### src/verilog/ccl_pkg.sv
// connected-component labeler shared sizes, widths and enum types
package ccl_pkg;

    // frame geometry
    localparam int IMG_W = 16;
    localparam int IMG_H = 8;
    localparam int X_W   = 4;
    localparam int Y_W   = 3;

    // label 0 is background
    localparam int LABEL_W    = 7;
    localparam int MAX_LABELS = 128;

    // full frame of 128 pixels fits
    localparam int AREA_W = 8;

    // one frame needs at most 129 entries
    localparam int FIFO_DEPTH = 256;
    localparam int FIFO_AW    = 8;

    // request opcodes from the first pass
    typedef enum logic [1:0] {
        OP_NEW  = 2'd0,
        OP_MARK = 2'd1,
        OP_JOIN = 2'd2,
        OP_END  = 2'd3
    } ccl_op_e;

    // resolver FSM
    typedef enum logic [2:0] {
        RS_IDLE = 3'd0,
        RS_FIND = 3'd1,
        RS_FOLD = 3'd2,
        RS_EMIT = 3'd3,
        RS_DONE = 3'd4
    } res_state_e;

endpackage

### src/verilog/ccl_req_if.sv
// labeling request links, push side into the queue and pop side out of it
`timescale 1ns/10ps

interface ccl_req_if
    import ccl_pkg::*;
();
    logic               valid;
    ccl_op_e            op;
    logic [LABEL_W-1:0] label_a;
    logic [LABEL_W-1:0] label_b;

    modport producer (output valid, output op, output label_a, output label_b);
    modport queue    (input valid, input op, input label_a, input label_b);
endinterface

interface ccl_pop_if
    import ccl_pkg::*;
();
    logic               pop;
    logic               empty;
    ccl_op_e            op;
    logic [LABEL_W-1:0] label_a;
    logic [LABEL_W-1:0] label_b;

    // head entry is valid while empty is low
    modport queue    (input pop, output empty, output op, output label_a, output label_b);
    modport consumer (output pop, input empty, input op, input label_a, input label_b);
endinterface

### src/verilog/ccl_req_fifo.sv
// request queue between first pass and resolver, one frame deep
`timescale 1ns/10ps

module ccl_req_fifo
    import ccl_pkg::*;
(
    input  logic     clk,
    input  logic     rst_fifo,
    ccl_req_if.queue push,
    ccl_pop_if.queue pop
);

    ccl_op_e            op_mem [FIFO_DEPTH];
    logic [LABEL_W-1:0] a_mem  [FIFO_DEPTH];
    logic [LABEL_W-1:0] b_mem  [FIFO_DEPTH];

    logic [FIFO_AW-1:0] wr_ptr_q;
    logic [FIFO_AW-1:0] rd_ptr_q;
    logic [FIFO_AW:0]   count_q;
    logic               do_pop;

    assign do_pop = pop.pop && !pop.empty;

    always_ff @(posedge clk) begin
        if (rst_fifo) begin
            wr_ptr_q <= '0;
            rd_ptr_q <= '0;
            count_q  <= '0;
        end else begin
            if (push.valid) begin
                wr_ptr_q <= wr_ptr_q + FIFO_AW'(1);
            end
            if (do_pop) begin
                rd_ptr_q <= rd_ptr_q + FIFO_AW'(1);
            end
            case ({push.valid, do_pop})
                2'b10:   count_q <= count_q + (FIFO_AW + 1)'(1);
                2'b01:   count_q <= count_q - (FIFO_AW + 1)'(1);
                default: count_q <= count_q;
            endcase
        end
    end

    always_ff @(posedge clk) begin
        if (push.valid) begin
            op_mem[wr_ptr_q] <= push.op;
            a_mem[wr_ptr_q]  <= push.label_a;
            b_mem[wr_ptr_q]  <= push.label_b;
        end
    end

    // head entry straight from the array
    assign pop.empty   = (count_q == '0);
    assign pop.op      = op_mem[rd_ptr_q];
    assign pop.label_a = a_mem[rd_ptr_q];
    assign pop.label_b = b_mem[rd_ptr_q];

endmodule

### src/flat_wrapper.sv
// flat-port wrapper written by rule: the top's interface ports become plain ports
module ccl_req_fifo_flat import ccl_pkg::*;
  (clk, rst_fifo, push_valid, push_op, push_label_a, push_label_b, pop_pop, pop_empty, pop_op, pop_label_a, pop_label_b);
  ccl_req_if push_i ();
  ccl_pop_if pop_i ();
  input  logic clk;
  input  logic rst_fifo;
  input wire logic [$bits(push_i.valid)-1:0] push_valid;
  input wire logic [$bits(push_i.op)-1:0] push_op;
  input wire logic [$bits(push_i.label_a)-1:0] push_label_a;
  input wire logic [$bits(push_i.label_b)-1:0] push_label_b;
  input wire logic [$bits(pop_i.pop)-1:0] pop_pop;
  output wire logic [$bits(pop_i.empty)-1:0] pop_empty;
  output wire logic [$bits(pop_i.op)-1:0] pop_op;
  output wire logic [$bits(pop_i.label_a)-1:0] pop_label_a;
  output wire logic [$bits(pop_i.label_b)-1:0] pop_label_b;
  assign push_i.valid = push_valid;
  assign push_i.op = push_op;
  assign push_i.label_a = push_label_a;
  assign push_i.label_b = push_label_b;
  assign pop_i.pop = pop_pop;
  assign pop_empty = pop_i.empty;
  assign pop_op = pop_i.op;
  assign pop_label_a = pop_i.label_a;
  assign pop_label_b = pop_i.label_b;
  ccl_req_fifo u_core (.clk(clk), .rst_fifo(rst_fifo), .push(push_i), .pop(pop_i));
endmodule
### config.mk
export PLATFORM = sky130hd
export DESIGN_NAME = ccl_req_fifo_flat
export DESIGN_NICKNAME = d
export VERILOG_FILES = /design/src/verilog/ccl_pkg.sv /design/src/verilog/ccl_req_if.sv /design/src/verilog/ccl_req_fifo.sv /design/src/flat_wrapper.sv
export SDC_FILE = /design/constraint.sdc
export NUM_CORES = 2
export LEC_CHECK = 0
export BUFFER_PORTS_ARGS = -buffer_cell sky130_fd_sc_hd__buf_2
export CAP_MARGIN = 20
export CORE_MARGIN = 3
export CORE_UTILIZATION = 35
export CTS_BUF_LIST = sky130_fd_sc_hd__clkbuf_16
export DETAILED_ROUTE_END_ITERATION = 10
export GPL_ROUTABILITY_DRIVEN = 0
export SYNTH_ARGS = -nofsm -noshare
export SYNTH_HDL_FRONTEND = slang
export SYNTH_SLANG_ARGS = --single-unit
export TNS_END_PERCENT = 1
### constraint.sdc
create_clock -name clk -period 4.4 [get_ports clk]
set_input_delay 0.44 -clock clk [delete_from_list [all_inputs] [get_ports clk]]
set_output_delay 0.44 -clock clk [all_outputs]
set_load 0.01 [all_outputs]
After elaboration in Yosys (flattened, before gate mapping)
Memory sizes are Yosys's and may differ from the RTL's. A register that Yosys moved wholly into a read port is not among the register bits.
Index checks and enable logic that the tools add are counted.
W data, S select, Z words.
{ "word_totals": {"inputBits": 20, "latch_bits": 0, "mem_bits_rw": 4096, "mem_bits_ro": 0, "memories": 3, "regBits": 25} }
{ "memory_table": {"columns": ["memory", "depth", "word_bits", "rd", "rd_ports_with_merged_regs", "write_ports", "line_no", "source"], "rows": [
  ["u_core.a_mem", 256, 7, 1, 1, 1, "ccl_req_fifo.sv:14", "logic [LABEL_W-1:0] a_mem [FIFO_DEPTH];"],
  ["u_core.b_mem", 256, 7, 1, 1, 1, "ccl_req_fifo.sv:15", "logic [LABEL_W-1:0] b_mem [FIFO_DEPTH];"],
  ["u_core.op_mem", 256, 2, 1, 1, 1, "ccl_req_fifo.sv:13", "ccl_op_e op_mem [FIFO_DEPTH];"]
]} }
{ "classes": {"n_div": 0, "n_reduce_logical": 4, "bitwise_logic": 0, "n_lt_le_gt_ge": 0, "addsub": 4, "eq_ne": 2, "shifts": 0, "n_mul": 0, "mux": 9} }
{ "op_table": {"columns": ["cell", "count"], "rows": [
  ["$mux W8", 6],
  ["$pmux W9 S2", 1],
  ["$add A8 B1 Y8 const B", 2],
  ["$add A9 B1 Y9 const B", 1],
  ["$logic_not A9 Y1", 1],
  ["$sub A9 B1 Y9 const B", 1],
  ["$eq A2 B1 Y1 const B", 1],
  ["$eq A2 B2 Y1 const B", 1],
  ["$mux W1", 2],
  ["$reduce_bool A2 Y1", 1],
  ["$logic_and A1 B1 Y1", 1],
  ["$logic_not A1 Y1", 1]
]} }

Depth between registers and ports, before layout
{ "depth": {"ltp_word": 5, "depth_mapped": 17, "ltp_nobuf": 14} }

Worst setup path after synthesis
No wires, ideal clock.
{ "synth_timing": {"path_type": "reg2reg", "from": "reg u_core.count_q[5]", "to": "reg u_core.count_q[8]", "t_required_ns": 4.279, "stages_incl_launch_ff": 17, "path_buffers": 3, "arrival_time_ns": 3.915, "slack_ns": 0.364, "path_cell_list": "dfxtp_1 -> clkbuf_1 -> nor2_1 -> nand2_1 -> or4b_2 -> and2_1 -> clkbuf_1 -> ha_1 -> clkbuf_1 -> xor2_1 -> ha_1 -> a21oi_1 -> o21ai_0 -> a221oi_1 -> o211ai_1 -> a21oi_1 -> mux2_2"} }
{ "synth_between": {"elab_chain_cells": 5, "word_cells_on_any_way": 9, "classes_between": "add/sub (2); eq/ne (2); mux (1); reduce/logical (4)"} }
{ "synth_rtl": {"columns": ["item", "line_no", "source"], "rows": [
  ["start: declaration", "ccl_req_fifo.sv:19", "logic [FIFO_AW:0] count_q;"],
  ["start signal: assignment", "ccl_req_fifo.sv:37", "2'b10: count_q <= count_q + (FIFO_AW + 1)'(1);"],
  ["start signal: assignment", "ccl_req_fifo.sv:38", "2'b01: count_q <= count_q - (FIFO_AW + 1)'(1);"],
  ["start signal: assignment", "ccl_req_fifo.sv:39", "default: count_q <= count_q;"],
  ["parallel branches: the longest is 5 deep, another holds $sub A9 B1 Y9", null, null]
]} }
Parallel ways; which one is timed is not known.
A chain may end at the register's enable or synchronous reset.

==> metrics <==
VDD IR max approximately 0.34 mV; placed insts 13700; Post-synth top flop edfxtp_1; PwrDens approximately 500 mW/mm^2; H-tree depth 5; failing checks negative setup slack; register area ~0.12 mm^2; clock sinks ~4100; most common cell in the netlist edfxtp_1; Post-Syn Nets roughly 7500; initial antenna violation count 17; num rows around 250; Final WS setup -0.282 ns; area of the multi-input gates roughly 0.035 mm^2; clock tree buffer depth 4; die height 684 um; Achievable Freq 0.214 GHz; crit path kind reg -> out; register area share after synthesis 77.0%; register-to-register setup slack approximately 0.34 ns; Syn-to-layout area delta 16.7%; Worst Path Required slightly below 4 ns; fin util 41.1%; power consumption about 94000 uW; Worst R2R Start u_core.count_q[5]; LEAKAGE between 0.05 and 0.06 uW; Post-synth EDFFs roughly 4100; relative slew slack between 10% and 20%; TritonCTS buffer count about 400; Critical Path Max Stage Delay slightly below 0.6 ns; Final Critical Period 4.68 ns; global-route wire length before repair 616000 um; Top Ports 37; mean routed wirelength per cell 29.9 um; via count 80400; worst hold path type in -> reg; DP HPWL roughly 260000 um; main area contributors after synthesis edfxtp_1 77%, mux4_2 12%, mux2i_1 2.7%, mux4_1 0.90%, nor2_1 0.80%; Post-Layout Cell Count 14600; clk_lat worst skew just under 1 ns; commonest cells in the netlist 4096 x edfxtp_1, 862 x mux4_2, 432 x mux2i_1, 344 x nor2_1, 171 x nand2_1; area of the core ~0.46 mm^2; vias in the first global route around 80000; Crit. End Element primary output; gr usage total a little under a fifth; Clock Skews approximately 0.038 ns; worst r2r path cells 12; DRT Wirelength between 400000 and 500000 um; # port buffers 36; Yosys reg bits 4129; startpoint types flip-flop; hold_sp push_label_a[5]; unrepaired setup endpoints after global routing yes; Antenna Nets Post-Route 0; Chip Width just under 700 um; Initial Utilization between 30% and 40%; hold depth 1; Pins Over Slew Limit 0; Die Area between 0.4 and 0.5 mm^2; Synth top area share about three quarters; Crit path arrival time around 4.2 ns; Tcrit/Tclk final 106%; Synth area leader edfxtp_1; crit path max-delay cell type nor4_4; status finished with violations; Ys Warns 0; Pre-antenna DRT Iters 6; layout cell share with drive strength beyond 1 around 29%; # DRC 0; FILL cells 39700; vias per inst roughly 5.5; Synth cell types 77; delay-heaviest family, CP buffers and inverters; largest net degree at the start of global routing approximately 140; Mapped Cells 7422; maximum fanout along the worst path 24; Final Setup Violations 16; CP Cell Sequence buf_12 > buf_16 > buf_16 > buf_4 > buf_12 > mux4_2 > o22ai_1 > o21ai_1 > a31oi_4 > buf_4 > nor4_4 > buf_2; root buffer cell clkbuf_16; Critical path buffers and inverters 7; FFs w/ async S/R, synth 0%; Clk pin slew, worst setup/hold paths 0.06 ns; Reg-to-Reg End u_core.count_q[8]; worst slew pin tran about 1.3 ns; total of max-cap violations 0; Starting DRT DRC Count ~11000; syn avg cell area approximately 22 um^2; TritonCTS clock tree built; Hold Path Sink u_core.a_mem[105][5]; Hold Vio Cnt, Final 0; fin nets roughly 8000; remaining global-route overflow 0; mapped cell area around 0.16 mm^2
==> logic make-up after synthesis <==
family | Yosys count | share of synthesized area [%]
AND/OR/NAND/NOR | 772 | 2.16
buffers and inverters | 455 | 2.02
multiplexers | 1365 | 15.8
XOR/XNOR | 20 | 0.109
AO/OA/AOI/OAI | 673 | 2.91
flip-flops | 4129 | 77.0
adder cells (fa/ha/maj) | 8 | 0.0623
==> area by class of cell <==
class | count | area share [%]
sequential | 4129 | 65.9
multi-input combinational | 2838 | 18.9
clock buffer | 406 | 5.42
timing repair buffer | 723 | 4.17
tap | 6125 | 4.08
clock inverter | 342 | 1.50
inverter | 9 | 0.0307
antenna | 8 | 0.0107
==> cell usage in the layout (no fill, tap or decap), types with 101 or more instances in the layout <==
| cell type | netlist | layout |
|---|---|---|
| clkbuf_16 | 0 | 410 |
| edfxtp_1 | 4096 | 4096 |
| buf_4 | 34 | 510 |
| clkinv_1 | 0 | 101 |
| mux2i_1 | 432 | 429 |
| o22ai_1 | 153 | 125 |
| mux4_2 | 862 | 867 |
| nor2_1 | 344 | 289 |
| a21oi_1 | 124 | 119 |
| nand2_1 | 171 | 155 |
==> worst max path at each step <==
stage | to | slack (ns) | cells after the start
2_1_floorplan | u_core.count_q[8] | 0.36 | 16
3_3_place_gp | pop_label_b[5] | -0.48 | 10
3_5_place_dp | pop_label_a[1] | -0.24 | 12
4_1_cts | pop_op[1] | -0.33 | 13
5_1_grt | pop_op[1] | -0.35 | 12
6_report | pop_label_b[5] | -0.28 | 12
==> registers in the layout, indices dropped and copies added, names as in the netlist, named ones only <==
register,flops
u_core.op_mem,512
u_core.count_q,9
u_core.rd_ptr_q,8
u_core.b_mem,1792
u_core.a_mem,1792
u_core.wr_ptr_q,8
==> what timing repair did <==
action / 4_1_cts / 5_1_grt
hold endpoints to repair: 235 / 0
hold buffers: 10 / 0
pin swaps: 55 / 32
endpoints found under the setup margin: 16 / 16
gates resized for setup: 329 / 79
setup buffers: 43 / 6
cloned: 25 / 4
==> layer usage <==
layer  track usage (%)  vias to the layer above  wire length, um  part of all wire, %
met4              6.24                        2            16600                  3.8
met2              29.2                     3851           209000                   48
li1                  -                    32800                -                    -
met1              25.1                    43200           176000                   40
met3              2.86                      632            35000                  8.0
met5                 0                        -               13               0.0030
==> worst reg2reg max path, delay by kind of cell, from the launching register on <==
kind	cells	cell delay [ns]
muxes	1	0.34
and+or+nand+nor	4	1.21
DFF	1	0.38
AOI/OAI and AO/OA	5	1.45
buffers and inverters	1	0.22
adders and majority gates	1	0.35
==> stage by stage <==
step / area (um^2) / worst slack [ns] / setup TNS, ns / hold slack, ns
final: 188000 / -0.282 / -3.35 / 0.0498
after global routing: 188000 / -0.353 / -4.44 / 0.0377
after CTS: 187000 / -0.327 / -4.21 / 0.0164
after detailed placement: 171000 / -0.241 / -0.625 / 0.516
after global placement: 171000 / -0.477 / -1.19 / 0.516
after floorplan: 161000 / 0.364 / 0 / 0.459
==> power by group <==
part | leakage, uW | internal (uW) | switching (uW)
Sequential | 0.0371 | 43300 | 93.5
Combinational | 0.0143 | 7910 | 8790
Clock | 0.00667 | 19200 | 14700
(Power assumes the default switching activity.)
