**src/verilog/ccl_pkg.sv**
```systemverilog
// connected-component labeler shared sizes, widths and enum types
package ccl_pkg;

    // frame geometry
    localparam int IMG_W = 16;
    localparam int IMG_H = 8;
    localparam int X_W   = 4;
    localparam int Y_W   = 3;

    // label 0 is background
    localparam int LABEL_W    = 7;
    localparam int MAX_LABELS = 128;

    // full frame of 128 pixels fits
    localparam int AREA_W = 8;

    // one frame needs at most 129 entries
    localparam int FIFO_DEPTH = 256;
    localparam int FIFO_AW    = 8;

    // request opcodes from the first pass
    typedef enum logic [1:0] {
        OP_NEW  = 2'd0,
        OP_MARK = 2'd1,
        OP_JOIN = 2'd2,
        OP_END  = 2'd3
    } ccl_op_e;

    // resolver FSM
    typedef enum logic [2:0] {
        RS_IDLE = 3'd0,
        RS_FIND = 3'd1,
        RS_FOLD = 3'd2,
        RS_EMIT = 3'd3,
        RS_DONE = 3'd4
    } res_state_e;

endpackage

```
**src/verilog/ccl_req_if.sv**
```systemverilog
// labeling request links, push side into the queue and pop side out of it
`timescale 1ns/10ps

interface ccl_req_if
    import ccl_pkg::*;
();
    logic               valid;
    ccl_op_e            op;
    logic [LABEL_W-1:0] label_a;
    logic [LABEL_W-1:0] label_b;

    modport producer (output valid, output op, output label_a, output label_b);
    modport queue    (input valid, input op, input label_a, input label_b);
endinterface


```
**src/verilog/ccl_first_pass.sv**
```systemverilog
// first pass raster scan, provisional labels and equivalence requests
`timescale 1ns/10ps

module ccl_first_pass
    import ccl_pkg::*;
(
    input  logic        clk,
    input  logic        rst_fifo,
    input  logic        pix_valid_i,
    input  logic        pix_i,
    ccl_req_if.producer req
);

    logic [X_W-1:0]     x_q;
    logic [Y_W-1:0]     y_q;
    logic [LABEL_W-1:0] left_q;
    logic [LABEL_W-1:0] label_cnt_q;
    logic               end_pend_q;

    // labels of the previous row, indexed by column
    logic [LABEL_W-1:0] row_buf [IMG_W];

    logic [LABEL_W-1:0] left_lbl;
    logic [LABEL_W-1:0] above_lbl;
    logic [LABEL_W-1:0] cur_lbl;
    logic [LABEL_W-1:0] max_lbl;
    ccl_op_e            cur_op;
    logic               last_pix;

    assign last_pix  = (x_q == X_W'(IMG_W - 1)) && (y_q == Y_W'(IMG_H - 1));

    // no neighbours outside the frame
    assign left_lbl  = (x_q == '0) ? '0 : left_q;
    assign above_lbl = (y_q == '0) ? '0 : row_buf[x_q];

    // label choice, 4-connectivity
    always_comb begin
        cur_op  = OP_MARK;
        cur_lbl = '0;
        max_lbl = '0;
        if (!pix_i) begin
            cur_lbl = '0;
        end else if (left_lbl == '0 && above_lbl == '0) begin
            cur_op  = OP_NEW;
            cur_lbl = label_cnt_q + LABEL_W'(1);
        end else if (left_lbl == '0) begin
            cur_lbl = above_lbl;
        end else if (above_lbl == '0 || above_lbl == left_lbl) begin
            cur_lbl = left_lbl;
        end else begin
            // two different labels meet, keep the smaller one
            cur_op = OP_JOIN;
            if (left_lbl < above_lbl) begin
                cur_lbl = left_lbl;
                max_lbl = above_lbl;
            end else begin
                cur_lbl = above_lbl;
                max_lbl = left_lbl;
            end
        end
    end

    // scan position, label counter and request strobe
    always_ff @(posedge clk) begin
        if (rst_fifo) begin
            x_q         <= '0;
            y_q         <= '0;
            label_cnt_q <= '0;
            end_pend_q  <= 1'b0;
            req.valid   <= 1'b0;
        end else begin
            req.valid  <= end_pend_q;
            end_pend_q <= 1'b0;
            if (pix_valid_i) begin
                if (pix_i) begin
                    req.valid <= 1'b1;
                end
                if (last_pix) begin
                    x_q         <= '0;
                    y_q         <= '0;
                    label_cnt_q <= '0;
                    // a foreground last pixel takes the slot, end marker follows
                    if (pix_i) begin
                        end_pend_q <= 1'b1;
                    end else begin
                        req.valid <= 1'b1;
                    end
                end else begin
                    if (x_q == X_W'(IMG_W - 1)) begin
                        x_q <= '0;
                        y_q <= y_q + Y_W'(1);
                    end else begin
                        x_q <= x_q + X_W'(1);
                    end
                    if (pix_i && cur_op == OP_NEW) begin
                        label_cnt_q <= cur_lbl;
                    end
                end
            end
        end
    end

    // request payload and label history
    always_ff @(posedge clk) begin
        if (end_pend_q || (pix_valid_i && last_pix && !pix_i)) begin
            req.op      <= OP_END;
            req.label_a <= '0;
            req.label_b <= '0;
        end else if (pix_valid_i && pix_i) begin
            req.op      <= cur_op;
            req.label_a <= cur_lbl;
            req.label_b <= max_lbl;
        end
        if (pix_valid_i) begin
            row_buf[x_q] <= cur_lbl;
            left_q       <= cur_lbl;
        end
    end

endmodule

```
**src/flat_wrapper.sv**
```systemverilog
// flat-port wrapper written by rule: the top's interface ports become plain ports
module ccl_first_pass_flat import ccl_pkg::*;
  (clk, rst_fifo, pix_valid_i, pix_i, req_valid, req_op, req_label_a, req_label_b);
  ccl_req_if req_i ();
  input  logic clk;
  input  logic rst_fifo;
  input  logic pix_valid_i;
  input  logic pix_i;
  output wire logic [$bits(req_i.valid)-1:0] req_valid;
  output wire logic [$bits(req_i.op)-1:0] req_op;
  output wire logic [$bits(req_i.label_a)-1:0] req_label_a;
  output wire logic [$bits(req_i.label_b)-1:0] req_label_b;
  assign req_valid = req_i.valid;
  assign req_op = req_i.op;
  assign req_label_a = req_i.label_a;
  assign req_label_b = req_i.label_b;
  ccl_first_pass u_core (.clk(clk), .rst_fifo(rst_fifo), .pix_valid_i(pix_valid_i), .pix_i(pix_i), .req(req_i));
endmodule
```
**config.mk**
```make
export PLATFORM = sky130hd
export DESIGN_NAME = ccl_first_pass_flat
export DESIGN_NICKNAME = d
export VERILOG_FILES = /design/src/verilog/ccl_pkg.sv /design/src/verilog/ccl_req_if.sv /design/src/verilog/ccl_first_pass.sv /design/src/flat_wrapper.sv
export SDC_FILE = /design/constraint.sdc
export NUM_CORES = 1
export LEC_CHECK = 0
export ABC_AREA = 1
export BUFFER_PORTS_ARGS = -buffer_cell sky130_fd_sc_hd__buf_4
export CAP_MARGIN = 5
export CORE_MARGIN = 10
export CORE_UTILIZATION = 25
export CTS_CLUSTER_DIAMETER = 50
export CTS_CLUSTER_SIZE = 12
export DETAILED_ROUTE_END_ITERATION = 16
export PLACE_DENSITY = 0.38
export SLEW_MARGIN = 10
export SYNTH_ARGS = -nofsm -noshare
export SYNTH_HDL_FRONTEND = slang
export SYNTH_SLANG_ARGS = --single-unit
```
**constraint.sdc**
```tcl
create_clock -name clk -period 4.02 [get_ports clk]
set_clock_uncertainty 0.1 [all_clocks]
set_input_delay 0.603 -clock clk [delete_from_list [all_inputs] [get_ports clk]]
set_output_delay 0.603 -clock clk [all_outputs]
set_load 0.03 [all_outputs]
```
# Word-level counts from Yosys, hierarchy flattened
# Memories as Yosys holds them, arrays and structs flattened. A register that Yosys moved wholly into a read port is not among the register bits.
# Index checks and enable logic that the tools add are counted.
[totals] ff_bits=39 ram_bits=112 input_bits=4 output_inout_bits=17 word_cells=69 n_memories=1
[classes] n_addsub=3 magnitude_cmp=1 n_eq_ne=3 muxes=31 n_bitwise=2 reduce_logical=19
[memory_table] memory="u_core.row_buf" words=16 word_bits=7 read_ports=1 rd_clocked_by_memory_dff=1 wr=1 line_no="ccl_first_pass.sv:21" rtl="logic [LABEL_W-1:0] row_buf [IMG_W];"
[ops] cell="two-way mux 7 bit" count=14
[ops] cell="two-way mux 4 bit" count=4
[ops] cell="logical NOT 7 bit" count=2
[ops] cell="two-way mux 2 bit" count=4
[ops] cell="adder 7 x 1 -> 7 bit, second input constant" count=1
[ops] cell="== test 7 bit" count=1
[ops] cell="less-than comparator 7 bit" count=1
[ops] cell="two-way mux 1 bit" count=7
[ops] cell="logical AND 1 bit" count=6
[ops] cell="two-way mux 3 bit" count=2
[ops] cell="adder 4 x 1 -> 4 bit, second input constant" count=1
[ops] cell="== test 4 bit, second input constant" count=1
[ops] cell="logical NOT 4 bit" count=1
[ops] cell="AND reduction 2 bit" count=2
[ops] cell="nonzero test 2 bit" count=2
[ops] cell="adder 3 x 1 -> 3 bit, second input constant" count=1
[ops] cell="== test 3 bit, second input constant" count=1
[ops] cell="logical NOT 3 bit" count=1
[ops] cell="OR reduction 3 bit" count=1
[ops] cell="logical NOT 2 bit" count=1
[ops] cell="logical OR 1 bit" count=2
[ops] cell="NOT 1 bit" count=2
[ops] cell="logical NOT 1 bit" count=1

# Logic depth before layout (Yosys ltp)
[depth] depth_word=12 mapped_depth=21 ltp_nobuf=19

# Least setup slack after synthesis
# No wires, ideal clock.
[synth_path] kind="register -> register" startpoint="register (tool-made name)" endpoint="register u_core.left_q[3] (data pin)" t_arrival_ps=2891 required_ps=3576 slack_ps=685 path_stages_with_launch=18 n_path_buf=2 period_less_slack_ps=3335 cell_sequence="dfxtp_1 buf_6 buf_4 nand2_1 nand2_1 o211ai_1 nand3_1 a21oi_1 inv_1 ha_1 nand2_1 nor2_2 nand3_1 nand2_2 nand2_4 nand2_1 nand2_1 a21boi_0"
[synth_lines] element="to (signal assigned)" line_no="ccl_first_pass.sv:116" rtl="left_q <= cur_lbl;"
[synth_lines] element="to (decl)" line_no="ccl_first_pass.sv:16" rtl="logic [LABEL_W-1:0] left_q;"

==> implementation parameters <==
Parameter                              Value

Clocking
  CTS tree    yes
  Quantity of hold-fixing buffers added after cts    0
  Maximum clock path buffer count    2
  Number of gates resized after CTS    0
  Post-CTS setup buffer count    0
  CTS H-tree lvls    4
  Clk sink count    155
  Cell at the root of the clock tree    sky130_fd_sc_hd__clkbuf_16
  Clock input transition at the sequential cells of the worst setup and hold paths    0.06 ns
  Clock latency on the worst-skew pair    0.43 ns
  CTS buffer count    17

Cells and area
  Share of layout cells above drive strength 1    0.1368
  Number of antenna diodes    0
  Sequential cell area    4295 sq um
  Number of inserted filler cells in the final layout    2862
  Share of the core filled with cells    0.3020
  Count of nets after finishing    786
  Finished Cell Area    8414 sq um
  Footprint of the multi-input gates    2271 sq um
  Growth of design area from synthesis to finish    19.17%

Synthesis
  Seq cells post-synth    155
  Register area share after synthesis    0.6082
  Count of flip-flops with a built-in enable after synthesis    119
  Dominant cells by area after synthesis    sky130_fd_sc_hd__edfxtp_1 (51%), sky130_fd_sc_hd__dfxtp_1 (10%), sky130_fd_sc_hd__nand2_1 (7.0%), sky130_fd_sc_hd__nor2_1 (5.6%), sky130_fd_sc_hd__nand3_1 (5.3%)
  Share of synthesized flip-flops with an asynchronous set or reset    0
  Synthesized Nets    740
  Count of distinct cell types in the synthesized netlist    38
  Flip-flop cell with the highest count after synthesis    sky130_fd_sc_hd__edfxtp_1
  Area leader, netlist    sky130_fd_sc_hd__edfxtp_1
  Avg Synthesized Cell Area    9.766 sq um
  Post-synthesis instance total    723
  Warning count from the yosys run    0
  Post-Synthesis Cell Area    7061 sq um
  Area share of the leading cell type in the synthesized netlist    0.5061

STA
  Final hold violations    0
  Pins over their slew limit    0
  Final count of negative-setup-slack endpoints    0
  RSZ-0062 raised after global routing    no
  Fraction of the cycle the final worst path needs    0.8669
  Final critical delay including setup and external delays    3.485 ns
  Tightest Pin Transition    0.8667 ns
  Worst relative slew slack    0.4201
  Total Neg Setup Slack    0 ns
  Hold WS    0.3588 ns
  Highest achievable clock rate    287.0 MHz

Worst setup path
  Nature of the critical path startpoint    register
  Setup CP Type    reg -> reg
  Required time reported for the critical path endpoint    4.07 ns
  Most frequent cell on the critical path    sky130_fd_sc_hd__nand2_1
  Number of buffers and inverters on the critical path    5
  Delay-heaviest family, CP    simple AND/OR/NAND/NOR gates
  Maximum net fanout on the critical path    31
  CP Data Arrival Time    3.54 ns
  Delay of the slowest cell on the worst path    0.40 ns
  Critical path's slowest cell    sky130_fd_sc_hd__inv_1
  Setup crit end kind    register
  CP Cell Sequence    buf_12 -> inv_6 -> buf_4 -> nor2_1 -> o211ai_1 -> nand3_1 -> nand2_1 -> nand2_2 -> ha_1 -> nand2_1 -> inv_1 -> nand4_1 -> nor2_1 -> nor2_4 -> nand2_4 -> nand2_1 -> nand3_1 -> nand2_1 -> inv_1

Global routing
  Number of global-route vias before repair    5280
  Wire length of the first global-routing pass    31060 um
  Initial antenna violation count    0
  Largest net degree at the start of global routing    32
  Sum of overflow across all layers after global routing    0
  GRT Overall Usage    0.1145

Route
  DR vias/cell    4.449
  Total via count after detailed routing    5161
  Violation count after the first detailed-routing iteration    402
  Per-cell routed wire length    17.10 um
  Routed wire length    19840 um
  Antenna viol nets, final    0
  Detailed-routing iteration count for the pre-antenna-repair pass    5
  Remaining design rule violation count    0

Placement
  HPWL after DPL    13870 um
  Placer Congestion    0.8423
  DP Area    7831 sq um
  PortBufs    20

Die
  Cell Rows    61
  Placeable Area    27860 sq um
  Die W    188.1 um
  Die Y    188.1 um
  Number of I/O pins    21
  Initial Utilization    0.2534
  Die area    35360 sq um

Power
  P per Cell Area    478.4 nW/um^2
  Leakage dissipation    0.003354 uW
  Pwr Total    4025 uW
  VDD IR-drop max    0.2201 mV

Run status
  Status    complete, no violations

Run
  Number of maximum-capacitance violations    0

Min path
  Worst hold-check path type    in -> reg
per-stage QoR:
| step | worst slack (ns) | cells |
|---|---|---|
| floorplan | 0.6849 | 723 |
| global placement | 0.6417 | 1128 |
| detailed placement | 0.5266 | 1128 |
| CTS | 0.4937 | 1160 |
| global route | 0.2059 | 1160 |
| finish | 0.5352 | 1160 |
flip-flops by register name (all words and copies together), names as in the netlist, 2 cells and up, named ones only:
name                count
u_core.req.op           2
u_core.req.label_b      7
u_core.req.label_a      7
u_core.x_q              4
u_core.label_cnt_q      7
u_core.y_q              3
u_core.left_q           7
u_core.row_buf        112
cell families (layout without fill, tap and decap cells):
family | Yosys count | in the layout | share of synthesized area
flip-flops | 155 | 155 | 0.6082
AO/OA/AOI/OAI | 112 | 112 | 0.08701
AND/OR/NAND/NOR | 337 | 337 | 0.2079
XOR/XNOR | 3 | 3 | 0.003722
adder cells (fa/ha/maj) | 13 | 13 | 0.02304
buffers and inverters | 103 | 162 | 0.07017
cell usage after synthesis (2+ instances only):
master                     number
sky130_fd_sc_hd__buf_2          5
sky130_fd_sc_hd__nor2_4         3
sky130_fd_sc_hd__inv_1         73
sky130_fd_sc_hd__edfxtp_1     119
sky130_fd_sc_hd__xor2_1         2
sky130_fd_sc_hd__o21a_1         2
sky130_fd_sc_hd__o211ai_1      13
sky130_fd_sc_hd__nand2_2        6
sky130_fd_sc_hd__inv_2          2
sky130_fd_sc_hd__dfxtp_1       36
sky130_fd_sc_hd__nand4_1        5
sky130_fd_sc_hd__buf_6         11
sky130_fd_sc_hd__or2_2          2
sky130_fd_sc_hd__nor3_1         2
sky130_fd_sc_hd__clkbuf_1       6
sky130_fd_sc_hd__buf_4          4
sky130_fd_sc_hd__o21ai_0       20
sky130_fd_sc_hd__ha_1          13
sky130_fd_sc_hd__nand2_1      131
sky130_fd_sc_hd__o21ai_1       33
sky130_fd_sc_hd__nor2_1       106
sky130_fd_sc_hd__a21oi_1       38
sky130_fd_sc_hd__nand3_1       75
sky130_fd_sc_hd__nand2_4        2
routing by layer:
metal,track usage,wire (um)
met1,0.1508,9255
met2,0.1833,9463
met3,0.01948,794
met4,0.04400,323
met5,0,0
placed cells by master (no fill, tap or decap), types with 5 or more instances in the layout:
cell type	n
sky130_fd_sc_hd__nand2_1	131
sky130_fd_sc_hd__edfxtp_1	119
sky130_fd_sc_hd__nor2_1	106
sky130_fd_sc_hd__nand3_1	75
sky130_fd_sc_hd__inv_1	73
sky130_fd_sc_hd__buf_4	45
sky130_fd_sc_hd__a21oi_1	38
sky130_fd_sc_hd__dfxtp_1	35
sky130_fd_sc_hd__o21ai_1	33
sky130_fd_sc_hd__o21ai_0	20
sky130_fd_sc_hd__clkbuf_16	20
sky130_fd_sc_hd__o211ai_1	13
sky130_fd_sc_hd__ha_1	13
sky130_fd_sc_hd__buf_12	8
sky130_fd_sc_hd__nand2_2	6
sky130_fd_sc_hd__nand4_1	5
cell type report:
class / instances / share of cell area
repair buffers: 53 / 0.05918
multi-input cells: 465 / 0.2699
well taps: 378 / 0.05621
inverters: 77 / 0.03494
flip-flops and latches: 155 / 0.5105
clock inverters: 7 / 0.005948
clock buffers: 25 / 0.06335
path summary, 6_finish.rpt:
path                                 startpoint                                  to  slack [ns]  cells past startpoint
setup / recovery                       register      u_core.row_buf[4][2]$_DFFE_PP_        0.54                     19
hold / removal                         rst_fifo  u_core.label_cnt_q[4]$_SDFFE_PP0P_        0.36                      2
setup reg to reg                       register      u_core.row_buf[4][2]$_DFFE_PP_        0.54                     19
hold reg to reg   u_core.req.op[0]$_SDFFE_PP1P_       u_core.req.op[0]$_SDFFE_PP1P_        0.36                      2
where the power goes:
group / internal, uW / switching, uW / total, uW
clock: 929 / 657 / 1590
combinational: 194 / 405 / 599
sequential: 1820 / 21.3 / 1840
total: 2940 / 1080 / 4030
Power figures use the tool's default switching activity.
